$ cat src/rtl/vread_types_pkg.sv
package vread_types_pkg;

   // words per bank is 2**BUF_AW
   localparam int BUF_AW = 6;

   typedef logic [31:0] word_t;
   typedef logic [31:0] ext_addr_t;
   typedef logic [BUF_AW-1:0] buf_addr_t;

   // counts must hold a full bank (64)
   typedef logic [6:0] count_t;
   typedef logic [6:0] period_t;

   typedef struct packed {
      // fetch side
      ext_addr_t ext_addr;
      count_t    amount_minus_one;
      count_t    burst_len;
      // bank selection
      logic      pingpong;
      // output pattern
      buf_addr_t start;
      buf_addr_t incr;
      buf_addr_t shift;
      count_t    iter;
      period_t   per;
      period_t   duty;
   } run_cfg_t;

endpackage

$ cat src/rtl/vread_bus_pkg.sv
package vread_bus_pkg;

   import vread_types_pkg::*;

   // burst request towards external memory
   typedef struct packed {
      logic      valid;
      ext_addr_t addr;
      count_t    len;
   } bus_req_t;

   // request accept plus per-word return
   typedef struct packed {
      logic  ready;
      logic  rvalid;
      word_t rdata;
      logic  rlast;
   } bus_rsp_t;

   // buffer write port with an index into the fill bank
   typedef struct packed {
      logic      we;
      buf_addr_t addr;
      word_t     data;
   } buf_wr_t;

   // buffer read port with an index into the read bank
   typedef struct packed {
      logic      re;
      buf_addr_t addr;
   } buf_rd_t;

endpackage

$ cat src/rtl/vread_fetch.sv
module vread_fetch
   import vread_types_pkg::*;
   import vread_bus_pkg::*;
(
   input  logic     clk,
   input  logic     rst,
   input  logic     run_i,
   input  run_cfg_t cfg_i,
   output bus_req_t bus_req_o,
   input  bus_rsp_t bus_rsp_i,
   output buf_wr_t  wr_o,
   output logic     done_o
);

   typedef enum logic [1:0] {
      st_idle,
      st_request,
      st_receive
   } state_t;

   state_t state_q;
   count_t req_cnt_q;
   count_t rcv_cnt_q;
   count_t total;
   count_t remaining;
   count_t len;
   logic   accept;
   logic   beat;
   logic   last_beat;
   logic   all_requested;

   assign total     = cfg_i.amount_minus_one + count_t'(1);
   assign remaining = total - req_cnt_q;

   // final burst shortened to what is left
   assign len = (remaining < cfg_i.burst_len) ? remaining : cfg_i.burst_len;

   assign accept        = (state_q == st_request) && bus_rsp_i.ready;
   assign beat          = (state_q == st_receive) && bus_rsp_i.rvalid;
   assign last_beat     = beat && bus_rsp_i.rlast;
   assign all_requested = (req_cnt_q == total);

   always_ff @(posedge clk or posedge rst) begin
      if (rst) begin
         state_q   <= st_idle;
         req_cnt_q <= '0;
         rcv_cnt_q <= '0;
      end else begin
         case (state_q)
            st_idle: begin
               if (run_i) begin
                  req_cnt_q <= '0;
                  rcv_cnt_q <= '0;
                  state_q   <= st_request;
               end
            end
            st_request: begin
               if (accept) begin
                  req_cnt_q <= req_cnt_q + len;
                  state_q   <= st_receive;
               end
            end
            st_receive: begin
               if (beat) begin
                  rcv_cnt_q <= rcv_cnt_q + count_t'(1);
               end
               // next burst only once this one is drained
               if (last_beat) begin
                  state_q <= all_requested ? st_idle : st_request;
               end
            end
            default: state_q <= st_idle;
         endcase
      end
   end

   // addr and len depend only on req_cnt_q, so they hold while waiting for ready
   always_comb begin
      bus_req_o.valid = (state_q == st_request);
      bus_req_o.addr  = cfg_i.ext_addr + ext_addr_t'({req_cnt_q, 2'b00});
      bus_req_o.len   = len;
   end

   // word n lands at index n
   always_comb begin
      wr_o.we   = beat;
      wr_o.addr = rcv_cnt_q[BUF_AW-1:0];
      wr_o.data = bus_rsp_i.rdata;
   end

   assign done_o = last_beat && all_requested;

endmodule

$ cat src/rtl/vread_outgen.sv
module vread_outgen
   import vread_types_pkg::*;
   import vread_bus_pkg::*;
(
   input  logic     clk,
   input  logic     rst,
   input  logic     run_i,
   input  run_cfg_t cfg_i,
   output buf_rd_t  rd_o,
   output logic     done_o
);

   logic      active_q;
   logic      done_q;
   period_t   inner_q;
   count_t    outer_q;
   buf_addr_t base_q;
   buf_addr_t addr_q;
   logic      inner_last;
   logic      outer_last;
   logic      last_step;

   assign inner_last = (inner_q == cfg_i.per - period_t'(1));
   assign outer_last = (outer_q == cfg_i.iter - count_t'(1));
   assign last_step  = active_q && inner_last && outer_last;

   // loop counters
   always_ff @(posedge clk or posedge rst) begin
      if (rst) begin
         active_q <= 1'b0;
         done_q   <= 1'b0;
         inner_q  <= '0;
         outer_q  <= '0;
      end else begin
         done_q <= last_step;
         if (run_i) begin
            active_q <= 1'b1;
            inner_q  <= '0;
            outer_q  <= '0;
         end else if (active_q) begin
            if (inner_last) begin
               inner_q <= '0;
               if (outer_last) begin
                  active_q <= 1'b0;
               end else begin
                  outer_q <= outer_q + count_t'(1);
               end
            end else begin
               inner_q <= inner_q + period_t'(1);
            end
         end
      end
   end

   // address path wrapping modulo bank size
   always_ff @(posedge clk) begin
      if (run_i) begin
         base_q <= cfg_i.start;
         addr_q <= cfg_i.start;
      end else if (active_q) begin
         if (inner_last) begin
            // new period rebased on outer address
            base_q <= base_q + cfg_i.shift;
            addr_q <= base_q + cfg_i.shift;
         end else begin
            addr_q <= addr_q + cfg_i.incr;
         end
      end
   end

   // strobe only inside the duty window
   always_comb begin
      rd_o.re   = active_q && (inner_q < cfg_i.duty);
      rd_o.addr = addr_q;
   end

   // delayed one cycle so it follows the last strobe
   assign done_o = done_q;

endmodule

$ cat src/rtl/vread_pingpong_buffer.sv
module vread_pingpong_buffer
   import vread_types_pkg::*;
   import vread_bus_pkg::*;
(
   input  logic    clk,
   input  logic    rst,
   input  logic    run_i,
   input  logic    pingpong_i,
   input  buf_wr_t wr_i,
   input  buf_rd_t rd_i,
   input  logic    fetch_done_i,
   input  logic    out_done_i,
   output word_t   out_data_o,
   output logic    out_valid_o,
   output logic    done_o
);

   // two banks with the bank bit above the index
   word_t mem [2**(BUF_AW+1)];

   logic bank_q;
   logic wr_bank;
   logic rd_bank;
   logic fetch_done_q;
   logic out_done_q;

   // toggle per run with pingpong, else back to bank 0
   always_ff @(posedge clk or posedge rst) begin
      if (rst) begin
         bank_q <= 1'b0;
      end else if (run_i) begin
         bank_q <= pingpong_i ? ~bank_q : 1'b0;
      end
   end

   // fill opposite bank, read current one
   assign wr_bank = pingpong_i & ~bank_q;
   assign rd_bank = pingpong_i & bank_q;

   always_ff @(posedge clk) begin
      if (wr_i.we) begin
         mem[{wr_bank, wr_i.addr}] <= wr_i.data;
      end
   end

   always_ff @(posedge clk) begin
      if (rd_i.re) begin
         out_data_o <= mem[{rd_bank, rd_i.addr}];
      end
   end

   always_ff @(posedge clk or posedge rst) begin
      if (rst) begin
         out_valid_o <= 1'b0;
      end else begin
         out_valid_o <= rd_i.re;
      end
   end

   // both engines count as finished out of reset
   always_ff @(posedge clk or posedge rst) begin
      if (rst) begin
         fetch_done_q <= 1'b1;
         out_done_q   <= 1'b1;
      end else if (run_i) begin
         fetch_done_q <= 1'b0;
         out_done_q   <= 1'b0;
      end else begin
         if (fetch_done_i) begin
            fetch_done_q <= 1'b1;
         end
         if (out_done_i) begin
            out_done_q <= 1'b1;
         end
      end
   end

   assign done_o = fetch_done_q & out_done_q;

endmodule

$ cat src/rtl/vread_top.sv
module vread_top
   import vread_types_pkg::*;
   import vread_bus_pkg::*;
(
   input  logic     clk,
   input  logic     rst,
   input  logic     run_i,
   input  run_cfg_t cfg_i,
   output bus_req_t bus_req_o,
   input  bus_rsp_t bus_rsp_i,
   output word_t    out_data_o,
   output logic     out_valid_o,
   output logic     done_o
);

   buf_wr_t wr;
   buf_rd_t rd;
   logic    fetch_done;
   logic    out_done;

   vread_fetch fetch (
      .clk       (clk),
      .rst       (rst),
      .run_i     (run_i),
      .cfg_i     (cfg_i),
      .bus_req_o (bus_req_o),
      .bus_rsp_i (bus_rsp_i),
      .wr_o      (wr),
      .done_o    (fetch_done)
   );

   vread_outgen outgen (
      .clk    (clk),
      .rst    (rst),
      .run_i  (run_i),
      .cfg_i  (cfg_i),
      .rd_o   (rd),
      .done_o (out_done)
   );

   vread_pingpong_buffer buffer (
      .clk          (clk),
      .rst          (rst),
      .run_i        (run_i),
      .pingpong_i   (cfg_i.pingpong),
      .wr_i         (wr),
      .rd_i         (rd),
      .fetch_done_i (fetch_done),
      .out_done_i   (out_done),
      .out_data_o   (out_data_o),
      .out_valid_o  (out_valid_o),
      .done_o       (done_o)
   );

endmodule

$ cat config.mk
export PLATFORM = sky130hd
export DESIGN_NAME = vread_top
export DESIGN_NICKNAME = d
export VERILOG_FILES = /design/src/rtl/vread_types_pkg.sv /design/src/rtl/vread_bus_pkg.sv /design/src/rtl/vread_fetch.sv /design/src/rtl/vread_outgen.sv /design/src/rtl/vread_pingpong_buffer.sv /design/src/rtl/vread_top.sv
export SDC_FILE = /design/constraint.sdc
export NUM_CORES = 2
export LEC_CHECK = 0
export ABC_AREA = 0
export BUFFER_PORTS_ARGS = -buffer_cell sky130_fd_sc_hd__buf_2
export CAP_MARGIN = 10
export CORE_ASPECT_RATIO = 0.5
export CORE_MARGIN = 3
export CORE_UTILIZATION = 52
export CTS_CLUSTER_DIAMETER = 100
export DETAILED_ROUTE_END_ITERATION = 10
export GPL_TIMING_DRIVEN = 0
export HOLD_SLACK_MARGIN = 0.02
export PLACE_DENSITY_LB_ADDON = 0.05
export REMOVE_ABC_BUFFERS = 1
export SLEW_MARGIN = 10
export SYNTH_ARGS = -nofsm -noshare
export SYNTH_HDL_FRONTEND = slang
export SYNTH_SLANG_ARGS = --single-unit
$ cat constraint.sdc
create_clock -name clk -period 5.25 [get_ports clk]
set_input_delay 1.05 -clock clk [delete_from_list [all_inputs] [get_ports clk]]
set_output_delay 1.05 -clock clk [all_outputs]
set_load 0.01 [all_outputs]
==> metrics <==
result of the run finished clean; max_slew headroom ~4.6%; RePlAce Congestion approximately 0.8; Max FO, Critical Path 7; distinct cell type count after synthesis 55; pin count of the biggest net entering global routing a little under 100; Die Span Y 400 um; maximum clock rate a little under 200 MHz; floorplan die area 318000 um^2; Final Hold Vio Count 0; Worst-Skew Late Latency approximately 0.92 ns; fin. max-slew vios 0; wire length per cell after detailed routing 34.4 um; post-synth top area share 76.9%; RSZ-0062 raised after global routing no; largest cells by area after synthesis edfxtp_1 77%, mux4_2 16%, mux2i_1 1.6%, a22oi_1 0.60%, dfrtp_1 0.51%; Clock Tree Root clkbuf_16; peak supply drop 0.260 mV; compound-cell area share of the yosys netlist about 1.6%; Boundary Pins 198; DPL Wire Length roughly 270000 um; final setup violating endpoints 0; clock tree buffer depth 4; area used by sequential logic in the layout around 130000 um^2; clock tree sinks about 4200; Simple-Gate Fraction of Synth Area 1.12%; nature of the critical path startpoint input port; leakage power 60.5 nW; share of final-layout standard cells stronger than drive strength 1 31.8%; vias in the first global route about 78000; layout filler cell count 20700; predominant post-synthesis flop cell edfxtp_1; number of buffer cells added on primary ports roughly 190; average vias per placed instance 6.27; Worst-path clk slew around 0.07 ns; number of antenna violations at the first check in global routing 14; total number of H-tree levels 5; non-filler cells, final ~12000; drt initial violations a little under 9000; register bit count reported by yosys roughly 4200; GRT Total Usage 26.1%; PD cells 425 nW/um^2; actual transition at the worst max-transition pin 1.43 ns; number of CTS-inserted buffers roughly 370; final worst path period share 97.6%; post-route DRC violation count 0; proportion of synthesized flip-flops having asynchronous set or reset less than 1%; share of synthesized area spent on multiplexers roughly 18%; part of the power in the clock network between 30% and 40%; Arrival @ worst endpoint roughly 4 ns; placed standard-cell area 178000 um^2; synthesized area per cell 23.3 um^2; Total Wirelength 415000 um; biggest area consumer among synthesized cells edfxtp_1; DP Cell Count ~11000; global-route wire length before repair 584000 um; Post-layout nets 7789; sw frac 26.4%; Worst Hold Class input port to flop; Multi-input gate area 35700 um^2; Yosys Warn Count 0; crit path kind input port to output port; required time of the critical path 4.20 ns; number of cell rows 144; total standard cell area after synthesis 162000 um^2; starting density of the core between 50% and 60%; Antenna Nets Post-Route 0; grt total ovfl 0; post-synthesis instance total 6936; internal power 0.0593 W; kind of end point of the critical path output port; vias after detailed routing 75700; combinational fraction of design power 20.5%; main combinational cell family by area after synthesis multiplexers; Max-cap violations 0; most common cell in the synthesized netlist edfxtp_1; clock tree from TritonCTS done; clock period minus final worst setup slack 5.12 ns; sw power ~0.021 W; proportion of synthesized chip area in sequential cells 77.5%; Core Area a little over 300000 um^2; Layout Area Growth over Synthesis 17.3%; number of detailed-route iterations in the first pass 5; xor/xnor cell area share of the yosys netlist 0.406%; post-route cell area about 190000 um^2; area share of fa/ha/maj cells after synthesis less than 1%; count of flip-flops with a built-in enable after synthesis 4140; fraction of power consumed by sequential logic 46.1%; list of most frequent post-synthesis cells 4140 x edfxtp_1, 1152 x mux4_2, 263 x mux2i_1, 172 x clkbuf_1, 162 x nor2_1; Setup Skew 0.0592 ns; Die Span X 794 um
==> sequential cells by signal, indices dropped and copies added, names as in the netlist, 2 cells and up <==
| name | flops |
|---|---|
| buffer.mem | 4096 |
| buffer.out_data_o | 32 |
| fetch.req_cnt_q | 7 |
| outgen.inner_q | 7 |
| outgen.outer_q | 7 |
| fetch.rcv_cnt_q | 6 |
| outgen.addr_q | 6 |
| outgen.base_q | 6 |
| fetch.state_q | 2 |
==> timing repair <==
action	4_1_cts	5_1_grt
endpoints found under the setup margin	18	19
hold endpoints to repair	7	0
gates resized for setup	16	11
gates cloned	0	2
buffers inserted	1	3
hold buffers	1	0
pin swaps	0	2
==> cell families (layout without fill, tap and decap cells) <==
family,count (synthesis),in the layout
xor gates and xnor gates,75,75
buffers and inverters,461,1418
AOI/OAI and AO/OA,342,343
and+or+nand+nor,410,410
muxes,1421,1421
DFF,4175,4175
adders and majority gates,52,52
other,0,8
==> metrics by stage <==
stage | hold slack (ns) | setup WS [ns] | power, W | TNS [ns] | utilization [%]
6_report | 0.440 | 0.127 | 0.0806 | 0 | 61.4
5_1_grt | 0.413 | 0.0171 | 0.0831 | 0 | 61.4
4_1_cts | 0.365 | 0.00620 | 0.0810 | 0 | 61.4
3_5_place_dp | 0.478 | -0.734 | 0.0543 | -5.08 | 57.6
3_3_place_gp | 0.471 | -55.99 | 0.0504 | -8049.58 | 53.9
2_1_floorplan | 0.445 | -36.50 | 0.0487 | -1384.27 | -
==> power by group through the flow <==
stage / Clock, W / Combinational (W) / Sequential [W]
after floorplan: 0 / 0.0101 / 0.0387
after global placement: 0 / 0.0117 / 0.0387
after detailed placement: 0 / 0.0164 / 0.0379
after CTS: 0.0273 / 0.0166 / 0.0372
after global routing: 0.0286 / 0.0173 / 0.0372
final: 0.0269 / 0.0165 / 0.0372
==> cell type report <==
class / count / area share, %
Sequential cell: 4175 / 66.0
Multi-Input combinational cell: 2301 / 18.8
Timing Repair Buffer: 659 / 6.04
Clock buffer: 450 / 5.13
Tap cell: 4161 / 2.75
Clock inverter: 200 / 1.01
Inverter: 109 / 0.216
Antenna cell: 8 / 0.0106
==> layout by cell type, fill, tap and decap left out, drive strengths merged, types with 10 or more instances in the layout <==
cell type,count
edfxtp,4140
mux4,1152
buf,657
clkbuf,451
mux2i,263
nor2,162
clkinv,153
nand2,132
a22oi,129
inv,114
xnor2,49
ha,47
bufinv,37
a21oi,35
o21ai,35
o22ai,34
dfrtp,33
a221oi,33
o221ai,32
nand3,30
xor2,26
a21o,19
nor2b,13
and3,12
nor3,11
nand4,10
nand2b,10
==> worst paths after layout <==
check,from,endpoint,slack (ns),depth (start not counted)
max,cfg_i[47],bus_req_o[5],0.13,14
min,bus_rsp_i[0],fetch.state_q[1]$_DFFE_PP0P_,0.44,4
max reg2reg,outgen.addr_q[0]$_DFFE_PP_,buffer.out_data_o[16]$_DFFE_PP_,0.24,17
min reg2reg,outgen.done_o$_DFF_PP0_,buffer.out_done_q$_DFFE_PP1P_,0.48,2
max in group asynchronous,rst,buffer.out_done_q$_DFFE_PP1P_,4.11,4
min in group asynchronous,rst,fetch.req_cnt_q[3]$_DFFE_PP0P_,0.62,3
==> critical path, stage by stage <==
cell	delay (ns)
buf_2	0.12
ha_1	0.34
ha_1	0.31
a21o_1	0.17
a21o_1	0.20
a21o_1	0.18
a21oi_1	0.18
xnor2_1	0.19
ha_1	0.29
nand2_2	0.10
o21a_1	0.19
o31a_4	0.22
mux2_2	0.38
buf_2	0.15
==> per-layer routing <==
metal / vias up / wire, um / share of wire, % / track usage (%)
met4: 0 / 12900 / 3.1 / 7.37
met5: - / 0 / 0 / 0
li1: 31000 / - / - / -
met1: 41000 / 166000 / 40 / 37.2
met3: 554 / 33900 / 8.2 / 5.00
met2: 3089 / 201000 / 49 / 41.8
(Power assumes the default switching activity.)
